==> config.mk <==
export PLATFORM = sky130hd
export DESIGN_NAME = controlUnit
export DESIGN_NICKNAME = d
export VERILOG_FILES = /design/src/logic/coreControlPkg.sv /design/src/logic/controlUnit.sv /design/src/logic/busCycleGen.sv /design/src/logic/controlDecoder.sv /design/src/logic/flagUnit.sv /design/src/logic/phaseSequencer.sv
export SDC_FILE = /design/constraint.sdc
export NUM_CORES = 1
export LEC_CHECK = 0
export ABC_AREA = 1
export BUFFER_PORTS_ARGS = -buffer_cell sky130_fd_sc_hd__buf_2
export CAP_MARGIN = 25
export CORE_UTILIZATION = 50
export CTS_CLUSTER_SIZE = 40
export DETAILED_ROUTE_END_ITERATION = 10
export PLACE_DENSITY = 0.85
export SYNTH_ARGS = -nofsm -noshare
export SYNTH_HDL_FRONTEND = slang
export SYNTH_SLANG_ARGS = --single-unit
==> constraint.sdc <==
create_clock -name Clock -period 3.9 [get_ports Clock]
set_clock_uncertainty 0.1 [all_clocks]
set_input_delay 0.78 -clock Clock [delete_from_list [all_inputs] [get_ports Clock]]
set_output_delay 0.78 -clock Clock [all_outputs]
set_load 0.02 [all_outputs]
==> src/logic/coreControlPkg.sv <==
`default_nettype none

package coreControlPkg;

   localparam int opcodeWidth = 5;
   localparam int condWidth = 3;

   typedef enum logic [opcodeWidth-1:0] {
      ADD    = 5'd0,
      ADDI   = 5'd1,
      SUB    = 5'd2,
      SUBI   = 5'd3,
      CMP    = 5'd4,
      CMPI   = 5'd5,
      AND    = 5'd6,
      OR     = 5'd7,
      XOR    = 5'd8,
      NOT    = 5'd9,
      LSL    = 5'd10,
      LSR    = 5'd11,
      LUI    = 5'd12,
      LLI    = 5'd13,
      LDW    = 5'd14,
      STW    = 5'd15,
      BRANCH = 5'd16
   } opcode_t;

   typedef enum logic [condWidth-1:0] {
      BR  = 3'd0,
      BNE = 3'd1,
      BE  = 3'd2,
      BLT = 3'd3,
      BGE = 3'd4,
      BWL = 3'd5, // branch with link
      RET = 3'd6,
      JMP = 3'd7
   } branchCode_t;

   typedef struct packed {
      opcode_t     opcode;
      branchCode_t cond;
   } instrByte_t;

   typedef struct packed {
      logic z;
      logic n;
      logic v;
   } flags_t;

   typedef enum logic [3:0] {
      Fet1, Fet2, Fet3, Fet4,
      Exe1, Mem2, Mem3, Mem4, Mem5
   } phase_t;

   typedef struct packed {
      phase_t phase;
      logic   isStore; // valid from Mem2 to Mem5
   } seqState_t;

   typedef enum logic [3:0] {
      FnNop, FnAdd, FnSub, FnAnd, FnOr, FnXor,
      FnNot, FnLsl, FnLsr, FnLui, FnLli, FnPass
   } aluFn_t;

   typedef enum logic {Op1Rd1, Op1Pc} op1Sel_t;
   typedef enum logic {Op2Imm, Op2Rd2} op2Sel_t;
   typedef enum logic {ImmShort, ImmLong} immSel_t;
   typedef enum logic {WdAlu, WdSys} wdSel_t;
   typedef enum logic [1:0] {Pc1, PcAluOut, PcSysbus} pcSel_t;
   typedef enum logic {LrSys, LrPc} lrSel_t;
   typedef enum logic {Rs1Ra, Rs1Rd} rs1Sel_t;

   typedef struct packed {
      aluFn_t   aluOp;
      op1Sel_t  op1Sel;
      op2Sel_t  op2Sel;
      immSel_t  immSel;
      wdSel_t   wdSel;
      pcSel_t   pcSel;
      lrSel_t   lrSel;
      rs1Sel_t  rs1Sel;
      logic     aluEn;
      logic     aluWe;
      logic     lrEn;
      logic     lrWe;
      logic     pcEn; // drives PC onto the system bus
      logic     pcWe;
      logic     irWe;
      logic     regWe;
   } controlWord_t;

   typedef struct packed {
      logic memEn; // pad direction
      logic nWE;
      logic nOE;
      logic nME;
      logic enb;
      logic ale;
   } memBus_t;

   localparam controlWord_t ctrlIdle = '{
      aluOp: FnNop, op1Sel: Op1Rd1, op2Sel: Op2Imm, immSel: ImmLong,
      wdSel: WdAlu, pcSel: Pc1, lrSel: LrSys, rs1Sel: Rs1Ra,
      aluEn: 1'b0, aluWe: 1'b0, lrEn: 1'b0, lrWe: 1'b0,
      pcEn: 1'b0, pcWe: 1'b0, irWe: 1'b0, regWe: 1'b0
   };

   localparam memBus_t busIdle = '{
      memEn: 1'b0, nWE: 1'b0, nOE: 1'b0, nME: 1'b1, enb: 1'b0, ale: 1'b0
   };

endpackage

`default_nettype wire
==> src/logic/controlUnit.sv <==
`default_nettype none

module controlUnit (
   input  wire                            Clock,
   input  wire                            nReset,
   input  wire coreControlPkg::instrByte_t instr,
   input  wire coreControlPkg::flags_t    flags,
   output coreControlPkg::controlWord_t   ctrl,
   output coreControlPkg::memBus_t        bus
);

   import coreControlPkg::*;

   seqState_t seq;
   logic statusWe;
   logic branchTaken;

   phaseSequencer sequencer (
      .Clock   (Clock),
      .nReset  (nReset),
      .opcode  (instr.opcode),
      .seq     (seq)
   );

   flagUnit flagRegs (
      .Clock       (Clock),
      .nReset      (nReset),
      .flags       (flags),
      .statusWe    (statusWe),
      .cond        (instr.cond),
      .branchTaken (branchTaken)
   );

   controlDecoder decoder (
      .instr       (instr),
      .seq         (seq),
      .branchTaken (branchTaken),
      .ctrl        (ctrl),
      .statusWe    (statusWe)
   );

   busCycleGen busGen (
      .seq (seq),
      .bus (bus)
   );

endmodule

`default_nettype wire

==> src/logic/busCycleGen.sv <==
`default_nettype none

module busCycleGen (
   input  wire coreControlPkg::seqState_t seq,
   output coreControlPkg::memBus_t        bus
);

   import coreControlPkg::*;

   always_comb begin
      bus = busIdle;
      case (seq.phase)
         Fet1, Mem2: begin
            bus.ale = 1'b1; // address latch cycle
            bus.nWE = 1'b1;
            bus.nOE = 1'b1;
         end
         Fet2: begin
            bus.nME = 1'b0;
            bus.nWE = 1'b1;
            bus.memEn = 1'b1;
         end
         Fet3: begin
            bus.nME = 1'b0;
            bus.memEn = 1'b1;
            bus.enb = 1'b1;
            bus.nWE = 1'b1;
         end
         Fet4: begin
            bus.nWE = 1'b1;
            bus.memEn = 1'b1;
         end
         Mem3: begin
            bus.nME = 1'b0;
            bus.nWE = 1'b1;
            if (seq.isStore) begin
               bus.nOE = 1'b1;
            end else begin
               bus.memEn = 1'b1;
            end
         end
         Mem4: begin
            bus.nME = 1'b0;
            if (seq.isStore) begin
               bus.nOE = 1'b1; // write strobe, nWE low
            end else begin
               bus.memEn = 1'b1;
               bus.enb = 1'b1;
               bus.nWE = 1'b1;
            end
         end
         Mem5: begin
            if (!seq.isStore) begin
               bus.nWE = 1'b1;
               bus.memEn = 1'b1;
            end
         end
         default: ;
      endcase
   end

endmodule

`default_nettype wire

==> src/logic/controlDecoder.sv <==
`default_nettype none

module controlDecoder (
   input  wire coreControlPkg::instrByte_t instr,
   input  wire coreControlPkg::seqState_t  seq,
   input  wire                             branchTaken,
   output coreControlPkg::controlWord_t    ctrl,
   output logic                            statusWe
);

   import coreControlPkg::*;

   function automatic aluFn_t aluFnOf(input opcode_t op);
      aluFn_t fn;
      case (op)
         ADD, ADDI: fn = FnAdd;
         SUB, SUBI, CMP, CMPI: fn = FnSub; // compare is a subtract without writeback
         AND: fn = FnAnd;
         OR: fn = FnOr;
         XOR: fn = FnXor;
         NOT: fn = FnNot;
         LSL: fn = FnLsl;
         LSR: fn = FnLsr;
         LUI: fn = FnLui;
         LLI: fn = FnLli;
         default: fn = FnNop;
      endcase
      return fn;
   endfunction

   always_comb begin
      ctrl = ctrlIdle;
      statusWe = 1'b0;
      case (seq.phase)
         Fet1: ctrl.pcEn = 1'b1; // pc out for the instruction address
         Fet4: ctrl.irWe = 1'b1;
         Exe1: begin
            case (instr.opcode)
               ADD, ADDI, SUB, SUBI, CMP, CMPI, AND, OR, XOR, NOT, LSL, LSR: begin
                  ctrl.aluOp = aluFnOf(instr.opcode);
                  ctrl.pcEn = 1'b1;
                  ctrl.pcWe = 1'b1;
                  ctrl.pcSel = Pc1;
                  ctrl.regWe = (instr.opcode != CMP) && (instr.opcode != CMPI);
                  statusWe = 1'b1;
                  case (instr.opcode)
                     ADD, SUB, CMP, AND, OR, XOR: ctrl.op2Sel = Op2Rd2;
                     ADDI, SUBI, CMPI, LSL, LSR: ctrl.immSel = ImmShort;
                     default: ; // NOT only uses operand one
                  endcase
               end
               LUI, LLI: begin
                  ctrl.aluOp = aluFnOf(instr.opcode);
                  ctrl.regWe = 1'b1;
                  ctrl.pcWe = 1'b1;
                  ctrl.pcSel = Pc1;
               end
               LDW, STW: begin
                  ctrl.aluOp = FnAdd; // effective address, held for Mem2
                  ctrl.immSel = ImmShort;
                  ctrl.aluWe = 1'b1;
               end
               BRANCH: begin
                  ctrl.pcWe = 1'b1;
                  case (instr.cond)
                     RET: begin
                        ctrl.lrEn = 1'b1;
                        ctrl.pcSel = PcSysbus;
                     end
                     JMP: begin
                        ctrl.aluOp = FnAdd;
                        ctrl.immSel = ImmShort;
                        ctrl.pcSel = PcAluOut;
                     end
                     default: begin
                        ctrl.aluOp = FnAdd; // pc relative target
                        ctrl.immSel = ImmLong;
                        if (branchTaken) begin
                           ctrl.pcSel = PcAluOut;
                        end else begin
                           ctrl.pcSel = Pc1;
                        end
                        if (instr.cond == BWL) begin
                           ctrl.lrWe = 1'b1;
                           ctrl.lrSel = LrPc;
                        end
                     end
                  endcase
               end
               default: ;
            endcase
         end
         Mem2: begin
            ctrl.aluEn = 1'b1; // address onto the system bus
            ctrl.aluOp = FnAdd;
            ctrl.immSel = ImmShort;
         end
         Mem3: begin
            ctrl.aluOp = FnPass;
            ctrl.rs1Sel = Rs1Rd;
            ctrl.aluWe = 1'b1;
            ctrl.aluEn = 1'b1;
         end
         Mem4: begin
            if (seq.isStore) begin
               ctrl.aluEn = 1'b1; // hold store data on the bus
            end
         end
         Mem5: begin
            ctrl.pcWe = 1'b1;
            ctrl.pcSel = Pc1;
            if (!seq.isStore) begin
               ctrl.wdSel = WdSys;
               ctrl.regWe = 1'b1;
            end
         end
         default: ;
      endcase
   end

endmodule

`default_nettype wire

==> src/logic/flagUnit.sv <==
`default_nettype none

module flagUnit (
   input  wire                           Clock,
   input  wire                           nReset,
   input  wire coreControlPkg::flags_t   flags,
   input  wire                           statusWe,
   input  wire coreControlPkg::branchCode_t cond,
   output logic                          branchTaken
);

   import coreControlPkg::*;

   flags_t statusReg;

   always_ff @(posedge Clock or negedge nReset) begin
      if (!nReset) begin
         statusReg <= '0;
      end else if (statusWe) begin
         statusReg <= flags; // alu flags from the current exe cycle
      end
   end

   always_comb begin
      case (cond)
         BNE: branchTaken = !statusReg.z;
         BE:  branchTaken = statusReg.z;
         BLT: branchTaken = statusReg.n ^ statusReg.v; // signed less than
         BGE: branchTaken = !(statusReg.n ^ statusReg.v);
         default: branchTaken = 1'b1; // BR, BWL, RET, JMP
      endcase
   end

endmodule

`default_nettype wire

==> src/logic/phaseSequencer.sv <==
`default_nettype none

module phaseSequencer (
   input  wire                       Clock,
   input  wire                       nReset,
   input  wire coreControlPkg::opcode_t opcode,
   output coreControlPkg::seqState_t seq
);

   import coreControlPkg::*;

   always_ff @(posedge Clock or negedge nReset) begin
      if (!nReset) begin
         seq.phase <= Fet1;
         seq.isStore <= 1'b0;
      end else begin
         case (seq.phase)
            Fet1: seq.phase <= Fet2;
            Fet2: seq.phase <= Fet3;
            Fet3: seq.phase <= Fet4;
            Fet4: seq.phase <= Exe1;
            Exe1: begin
               seq.isStore <= (opcode == STW);
               if (opcode == LDW || opcode == STW) begin
                  seq.phase <= Mem2; // memory ops take four more cycles
               end else begin
                  seq.phase <= Fet1;
               end
            end
            Mem2: seq.phase <= Mem3;
            Mem3: seq.phase <= Mem4;
            Mem4: seq.phase <= Mem5;
            Mem5: seq.phase <= Fet1;
            default: seq.phase <= Fet1; // unused encodings recover to fetch
         endcase
      end
   end

endmodule

`default_nettype wire

==> results of run 1 <==
final cells by class:
| cell class | instances | area (um2) |
|---|---|---|
| multi-input cells | 132 | 662 |
| well taps | 25 | 31.3 |
| repair buffers | 38 | 193 |
| inverters | 27 | 101 |
| flip-flops and latches | 8 | 200 |
| fillers | 167 | 573 |
| clock buffers | 3 | 22.5 |
metrics by stage:
step                      hold slack, ns  area [um2]  util [%]
after global routing               0.259        1210      67.9
final                              0.248        1210      67.9
after detailed placement           0.387        1190      66.6
after CTS                          0.252        1210      67.9
after global placement             0.377        1190      66.6
after floorplan                    0.362         988         -
sequential cells by signal, indices dropped and copies added, names as in the netlist:
register            flops
sequencer.seq           5
flagRegs.statusReg      3
routing by layer:
metal  global-route usage [%]  up-vias  wire length [um]
li1                         -      633                 -
met1                     33.8      540              1210
met2                     44.4       56              1240
met3                     5.10        9               167
met4                     9.41        0                46
met5                        0        -                 0
worst min-delay path by stage:
stage,start,end,slack [ns],cells past startpoint
floorplan,flagRegs.statusReg[1],flagRegs.statusReg[1],0.36,2
global placement,flagRegs.statusReg[0],flagRegs.statusReg[0],0.38,2
detailed placement,flagRegs.statusReg[1],flagRegs.statusReg[1],0.39,2
CTS,nReset,flagRegs.statusReg[0],0.25,1
global route,nReset,flagRegs.statusReg[1],0.26,1
finish,nReset,flagRegs.statusReg[0],0.25,1
worst reg2reg max path, cell delays in order, from the launching register on:
cell,delay [ns]
sky130_fd_sc_hd__dfrtp_1,0.44
sky130_fd_sc_hd__nor2_2,0.23
sky130_fd_sc_hd__inv_1,0.06
sky130_fd_sc_hd__nor2_1,0.08
sky130_fd_sc_hd__buf_4,0.18
sky130_fd_sc_hd__nand2_1,0.10
sky130_fd_sc_hd__nand2_1,0.09
sky130_fd_sc_hd__a21oi_1,0.05
sky130_fd_sc_hd__nor2_1,0.08
logic make-up (layout without fill, tap and decap cells):
family | Yosys count | count (layout) | synth area share [%]
simple gates | 99 | 99 | 42.3
fa+ha+maj | 5 | 5 | 6.33
flops | 8 | 8 | 20.3
other cells | 1 | 1 | 0.379
compound gates | 26 | 26 | 17.1
buf+inv | 31 | 68 | 12.8
xor+xnor | 1 | 1 | 0.886
synth_stat cells (all sizes together) (2+ instances only):
library cell / n
o211ai: 2
a31oi: 2
o21ai: 8
nand3: 17
dfrtp: 8
inv: 27
buf: 4
nand4: 4
a21oi: 8
ha: 5
o221ai: 2
nand2: 45
nor3: 2
nor2: 28
report_power, final:
part / switching [W] / internal [W] / leakage, nW / total, W
clock network: 0.0000293 / 0.0000353 / 0.0138 / 0.0000645
logic: 0.000312 / 0.000158 / 0.611 / 0.000470
registers: 0.0000379 / 0.000117 / 0.102 / 0.000155
total: 0.000379 / 0.000310 / 0.727 / 0.000690
==> flow_summary.toml, run 1 <==
[power]
ir_drop_uv = 557
cellLeakagePower_nw = 0.727
post-layout-total-power_w = 0.000690
power-per-cell-area_nw_per_um2 = 570

[critical_path]
crit_fanout = 7
cp_data_arrival_time_ns = 2.26
crit_slowest_cell = "sky130_fd_sc_hd__ha_1"
crit_path_cell_trace = "buf_2 > inv_1 > ha_1 > inv_1 > nand2_1 > nor2_1 > o21ai_4 > nor2_1 > nor2_1 > a21oi_1 > buf_2"
family_with_the_most_delay_on_the_worst_path = "buffers and inverters"
timing.critical_path.to_type = "output port"
r2r.worst_path.cells = 8
reg2reg_to = "sequencer.seq[1]"
cpPeakStageDelay_ns = 0.26
crit_cells = 11
worst_setup_path_start_kind = "input port"
timing.critical_path.to = "ctrl[13]"
critical_path_buf_inv_count = 4
worstSetupStartpoint = "instr[4]"
cp.required_ns = 3.02
critical_path.most_common_cell = "sky130_fd_sc_hd__nor2_1"
r2r_setup_slack_ns = 2.43
path_class = "input port to output port"
regToRegStartpoint = "sequencer.seq[2]"

[global_routing]
grt_pass1_vias = 1038
grt_max_degree = 13
grt_util_all_layers_pct = 26.7
grt.overflow.total = 0
antenna_violations_before_repair = 0
grt_first_pass_wirelength_mm = 4.19

[sta]
period_share_pct = 80.6
finalSetupTns_ns = 0
worst_slack_ns = 0.755
timing_max_transition_violations_final = 0
max_freq_ghz = 0.318
final_setup_vio_count = 0
hold_viol = 0
final_period_minus_worst_setup_slack_ns = 3.14
grt_setup_unrepaired = "no"

[synth]
postSynthRegisterBits = 8
synth.top_cells.by_area = "sky130_fd_sc_hd__dfrtp_1, sky130_fd_sc_hd__nand2_1, sky130_fd_sc_hd__inv_1, sky130_fd_sc_hd__nor2_1, sky130_fd_sc_hd__nand3_1"
synthesis_warning_total = 0
number_of_flops_mapped_to_enable_cells_by_yosys = 0
ys_dominant_reg_cell = "sky130_fd_sc_hd__dfrtp_1"
number_of_distinct_standard_cells_referenced_by_the_synthesized_netlist = 26
mapped_cells = 171
synth_top_area_cell = "sky130_fd_sc_hd__dfrtp_1"
syn_nets = 189
synthesis.area_um2 = 988
yosysTopAreaCellShare_pct = 20.3
async_reset_ff_share_pct = 100
syn_area_per_cell_um2 = 5.78
seq_area_frac_synth_pct = 20.3

[cts]
path_clk_slew_ns = 0.06
clkLatencyLatePin_ns = 0.25
cts-hold-fix-buffers = 0
clock_path_buffers = 2
tritoncts_num_sinks = 8
cts_tree = "yes"
cts_setup_buffers = 0
cts_htree_levels = 1
clock_tree.root_cell = "sky130_fd_sc_hd__clkbuf_4"
cts.repair.resized = 0
cts_buffers = 3

[floorplan]
floorplan.initialDensity_pct = 55.4
floorplan.io_pins = 39
die_h_um = 46.5
placement_rows = 15
fp.coreArea_um2 = 1780
die_area_um2 = 2160
die-width_um = 46.5

[layout]
number_of_diodes = 0
drive_above_1_share_pct = 20.7
most-common-layout-cells = "sky130_fd_sc_hd__nand2_1, sky130_fd_sc_hd__buf_2, sky130_fd_sc_hd__inv_1, sky130_fd_sc_hd__nor2_1, sky130_fd_sc_hd__nand3_1"
final_cell_count_without_fillers = 233
most_common_cell_after_layout_fill_and_taps_aside = "sky130_fd_sc_hd__nand2_1"
nets_finish = 228
synthToLayoutAreaGrowth_pct = 22.4

[placed_design]
dp_worst_setup_slack_ns = 0.767
numPortBuffers = 37
place_hpwl_mm = 2.20
gp_routability_congestion = 0.944
placed_cell_count = 230

[detailed_routing]
antenna_violating_nets_post_route = 0
first_iter_violations = 71
avgViaCountPerCell = 5.31
drc_errors = 0
wl_per_cell_um = 11.4
detailroute.via_count = 1238
totalWireLength_mm = 2.66
drt-pass1-iter-count = 4

[status]
status = "complete, no violations"

[hold_path]
holdCritPathClass = "input port to asynchronous set/reset pin"

[run]
cap_violations = 0
Note: power is estimated with default switching activity, not from simulation.
==> run 2, diff against run 1 <==
--- a/config.mk
+++ b/config.mk
@@ -8,10 +8,10 @@
 export ABC_AREA = 1
 export BUFFER_PORTS_ARGS = -buffer_cell sky130_fd_sc_hd__buf_2
 export CAP_MARGIN = 25
-export CORE_UTILIZATION = 50
+export CORE_UTILIZATION = 43
 export CTS_CLUSTER_SIZE = 40
 export DETAILED_ROUTE_END_ITERATION = 10
-export PLACE_DENSITY = 0.85
+export PLACE_DENSITY = 0.78
 export SYNTH_ARGS = -nofsm -noshare
 export SYNTH_HDL_FRONTEND = slang
 export SYNTH_SLANG_ARGS = --single-unit
==> constraint.sdc (replaced) <==
create_clock -name Clock -period 2.8 [get_ports Clock]
set_clock_uncertainty 0.1 [all_clocks]
set_input_delay 0.56 -clock Clock [delete_from_list [all_inputs] [get_ports Clock]]
set_output_delay 0.56 -clock Clock [all_outputs]
set_load 0.02 [all_outputs]
==> flow_summary.toml, run 2 (same netlist as run 1, synthesis figures left out) <==
[floorplan]
die_h_um = 49.9
die-width_um = 49.9
die_area_um2 = 2490
floorplan.io_pins = 39
floorplan.initialDensity_pct = 47.9
fp.coreArea_um2 = 2060
placement_rows = 16

[critical_path]
worst_setup_path_start_kind = "input port"
r2r_setup_slack_ns = 1.25
cp.required_ns = 2.14
crit_fanout = 4
r2r.worst_path.cells = 8
reg2reg_to = "sequencer.seq[1]"
regToRegStartpoint = "sequencer.seq[2]"
path_class = "input port to output port"
timing.critical_path.to_type = "output port"
cp_data_arrival_time_ns = 2.01

[cts]
cts_buffers = 3
tritoncts_num_sinks = 8
clock_path_buffers = 2
cts-hold-fix-buffers = 0
cts.repair.resized = 0
clock_tree.root_cell = "sky130_fd_sc_hd__clkbuf_4"
clkLatencyLatePin_ns = 0.27
cts_setup_buffers = 0
cts_htree_levels = 1
cts_tree = "yes"
path_clk_slew_ns = 0.06

[layout]
fill_cells = 207
most-common-layout-cells = "sky130_fd_sc_hd__nand2_1, sky130_fd_sc_hd__buf_2, sky130_fd_sc_hd__inv_1, sky130_fd_sc_hd__nor2_1, sky130_fd_sc_hd__nand3_1"
largest_register_ffs = 5
drive_above_1_share_pct = 22.4
final_cell_count_without_fillers = 237
biggest_register = "sequencer.seq"
final_core_util_pct = 59.8
nets_finish = 230
most_common_cell_after_layout_fill_and_taps_aside = "sky130_fd_sc_hd__nand2_1"
synthToLayoutAreaGrowth_pct = 24.7
top_regs = "sequencer.seq x5, flagRegs.statusReg x3"
number_of_diodes = 0

[detailed_routing]
wl_per_cell_um = 12.0
totalWireLength_mm = 2.84
detailroute.via_count = 1279
antenna_violating_nets_post_route = 0
drc_errors = 0
drt-pass1-iter-count = 4
avgViaCountPerCell = 5.40
first_iter_violations = 71

[power]
ir_drop_uv = 714
cell_internal_pwr_w = 0.000434
power.sequential.fraction_pct = 22.1
pwr-share-comb_pct = 68.2
cellLeakagePower_nw = 0.735
net-switching-power_w = 0.000547
switching_share_pct = 55.7
clock_power_share_pct = 9.6
power-per-cell-area_nw_per_um2 = 796

[placed_design]
place_hpwl_mm = 2.30
placed_cell_count = 234
numPortBuffers = 37
gp_routability_congestion = 0.941
dp_worst_setup_slack_ns = 0.131

[global_routing]
grt.overflow.total = 0
grt_max_degree = 13
grt_first_pass_wirelength_mm = 4.84
grt_util_all_layers_pct = 25.0
antenna_violations_before_repair = 0
grt_pass1_vias = 1179

[sta]
finalSetupTns_ns = 0
worst_slack_ns = 0.128
final_period_minus_worst_setup_slack_ns = 2.67
timing_max_transition_violations_final = 0
final_setup_vio_count = 0
period_share_pct = 95.4
max_freq_ghz = 0.374
hold_viol = 0

[status]
status = "complete, no violations"

[hold_path]
holdCritPathClass = "input port to asynchronous set/reset pin"

[run]
cap_violations = 0
[run 2: changes by cell type in the layout (fill, tap and decap cells not counted)]
cell                     delta
sky130_fd_sc_hd__nor2_2     +1
sky130_fd_sc_hd__nor2_1     -1
sky130_fd_sc_hd__ha_1       -1
sky130_fd_sc_hd__ha_2       +1
sky130_fd_sc_hd__buf_4      +2
[run 2: metal layers]
layer	global-route usage [%]	vias up	wire length, um
met5	0	-	0
met4	6.67	0	21
met3	3.70	3	180
met2	44.1	67	1370
met1	31.1	572	1270
li1	-	637	-
[run 2: area by class of cell]
class / instances / area (um2) / area share (%)
timing repair buffer: 40 / 208 / 16.9
tap: 27 / 33.8 / 2.74
inverter: 27 / 101 / 8.22
multi-input combinational: 132 / 667 / 54.1
clock buffer: 3 / 22.5 / 1.83
sequential: 8 / 200 / 16.2
[run 2: through the flow]
stage / hold WS [ns] / cell area (um2) / total power, W
global route: 0.0222 / 1230 / 0.00107
finish: 0.0161 / 1230 / 0.000981
global placement: 0.304 / 1200 / 0.000864
CTS: 0.0216 / 1230 / 0.000975
detailed placement: 0.308 / 1200 / 0.000878
floorplan: 0.164 / 988 / 0.000670
[run 2: how the worst max path moves through the flow]
stage,startpoint,end,slack [ns],cells after the start
after detailed placement,instr[3],ctrl[2],0.13,12
after global placement,instr[4],ctrl[19],0.21,12
after floorplan,instr[3],ctrl[9],0.12,5
after CTS,instr[3],ctrl[2],0.13,12
final,instr[3],ctrl[2],0.13,12
after global routing,instr[3],ctrl[2],-0.01,12
[run 2: worst max-delay path, stage by stage]
cell                      delay, ns
sky130_fd_sc_hd__buf_2         0.12
sky130_fd_sc_hd__inv_1         0.08
sky130_fd_sc_hd__ha_1          0.23
sky130_fd_sc_hd__inv_1         0.10
sky130_fd_sc_hd__nand2_1       0.12
sky130_fd_sc_hd__nor2_2        0.19
sky130_fd_sc_hd__nor2_1        0.06
sky130_fd_sc_hd__nor2_1        0.08
sky130_fd_sc_hd__nand2_1       0.07
sky130_fd_sc_hd__nand2_1       0.13
sky130_fd_sc_hd__nand3_1       0.09
sky130_fd_sc_hd__buf_2         0.17
[run 2: power groups by stage]
stage	sequential, W	combinational, W	clock [W]
4_1_cts	0.000215	0.000665	0.0000957
3_3_place_gp	0.000216	0.000648	0
6_report	0.000217	0.000669	0.0000944
5_1_grt	0.000222	0.000749	0.000103
2_1_floorplan	0.000204	0.000466	0
3_5_place_dp	0.000216	0.000661	0
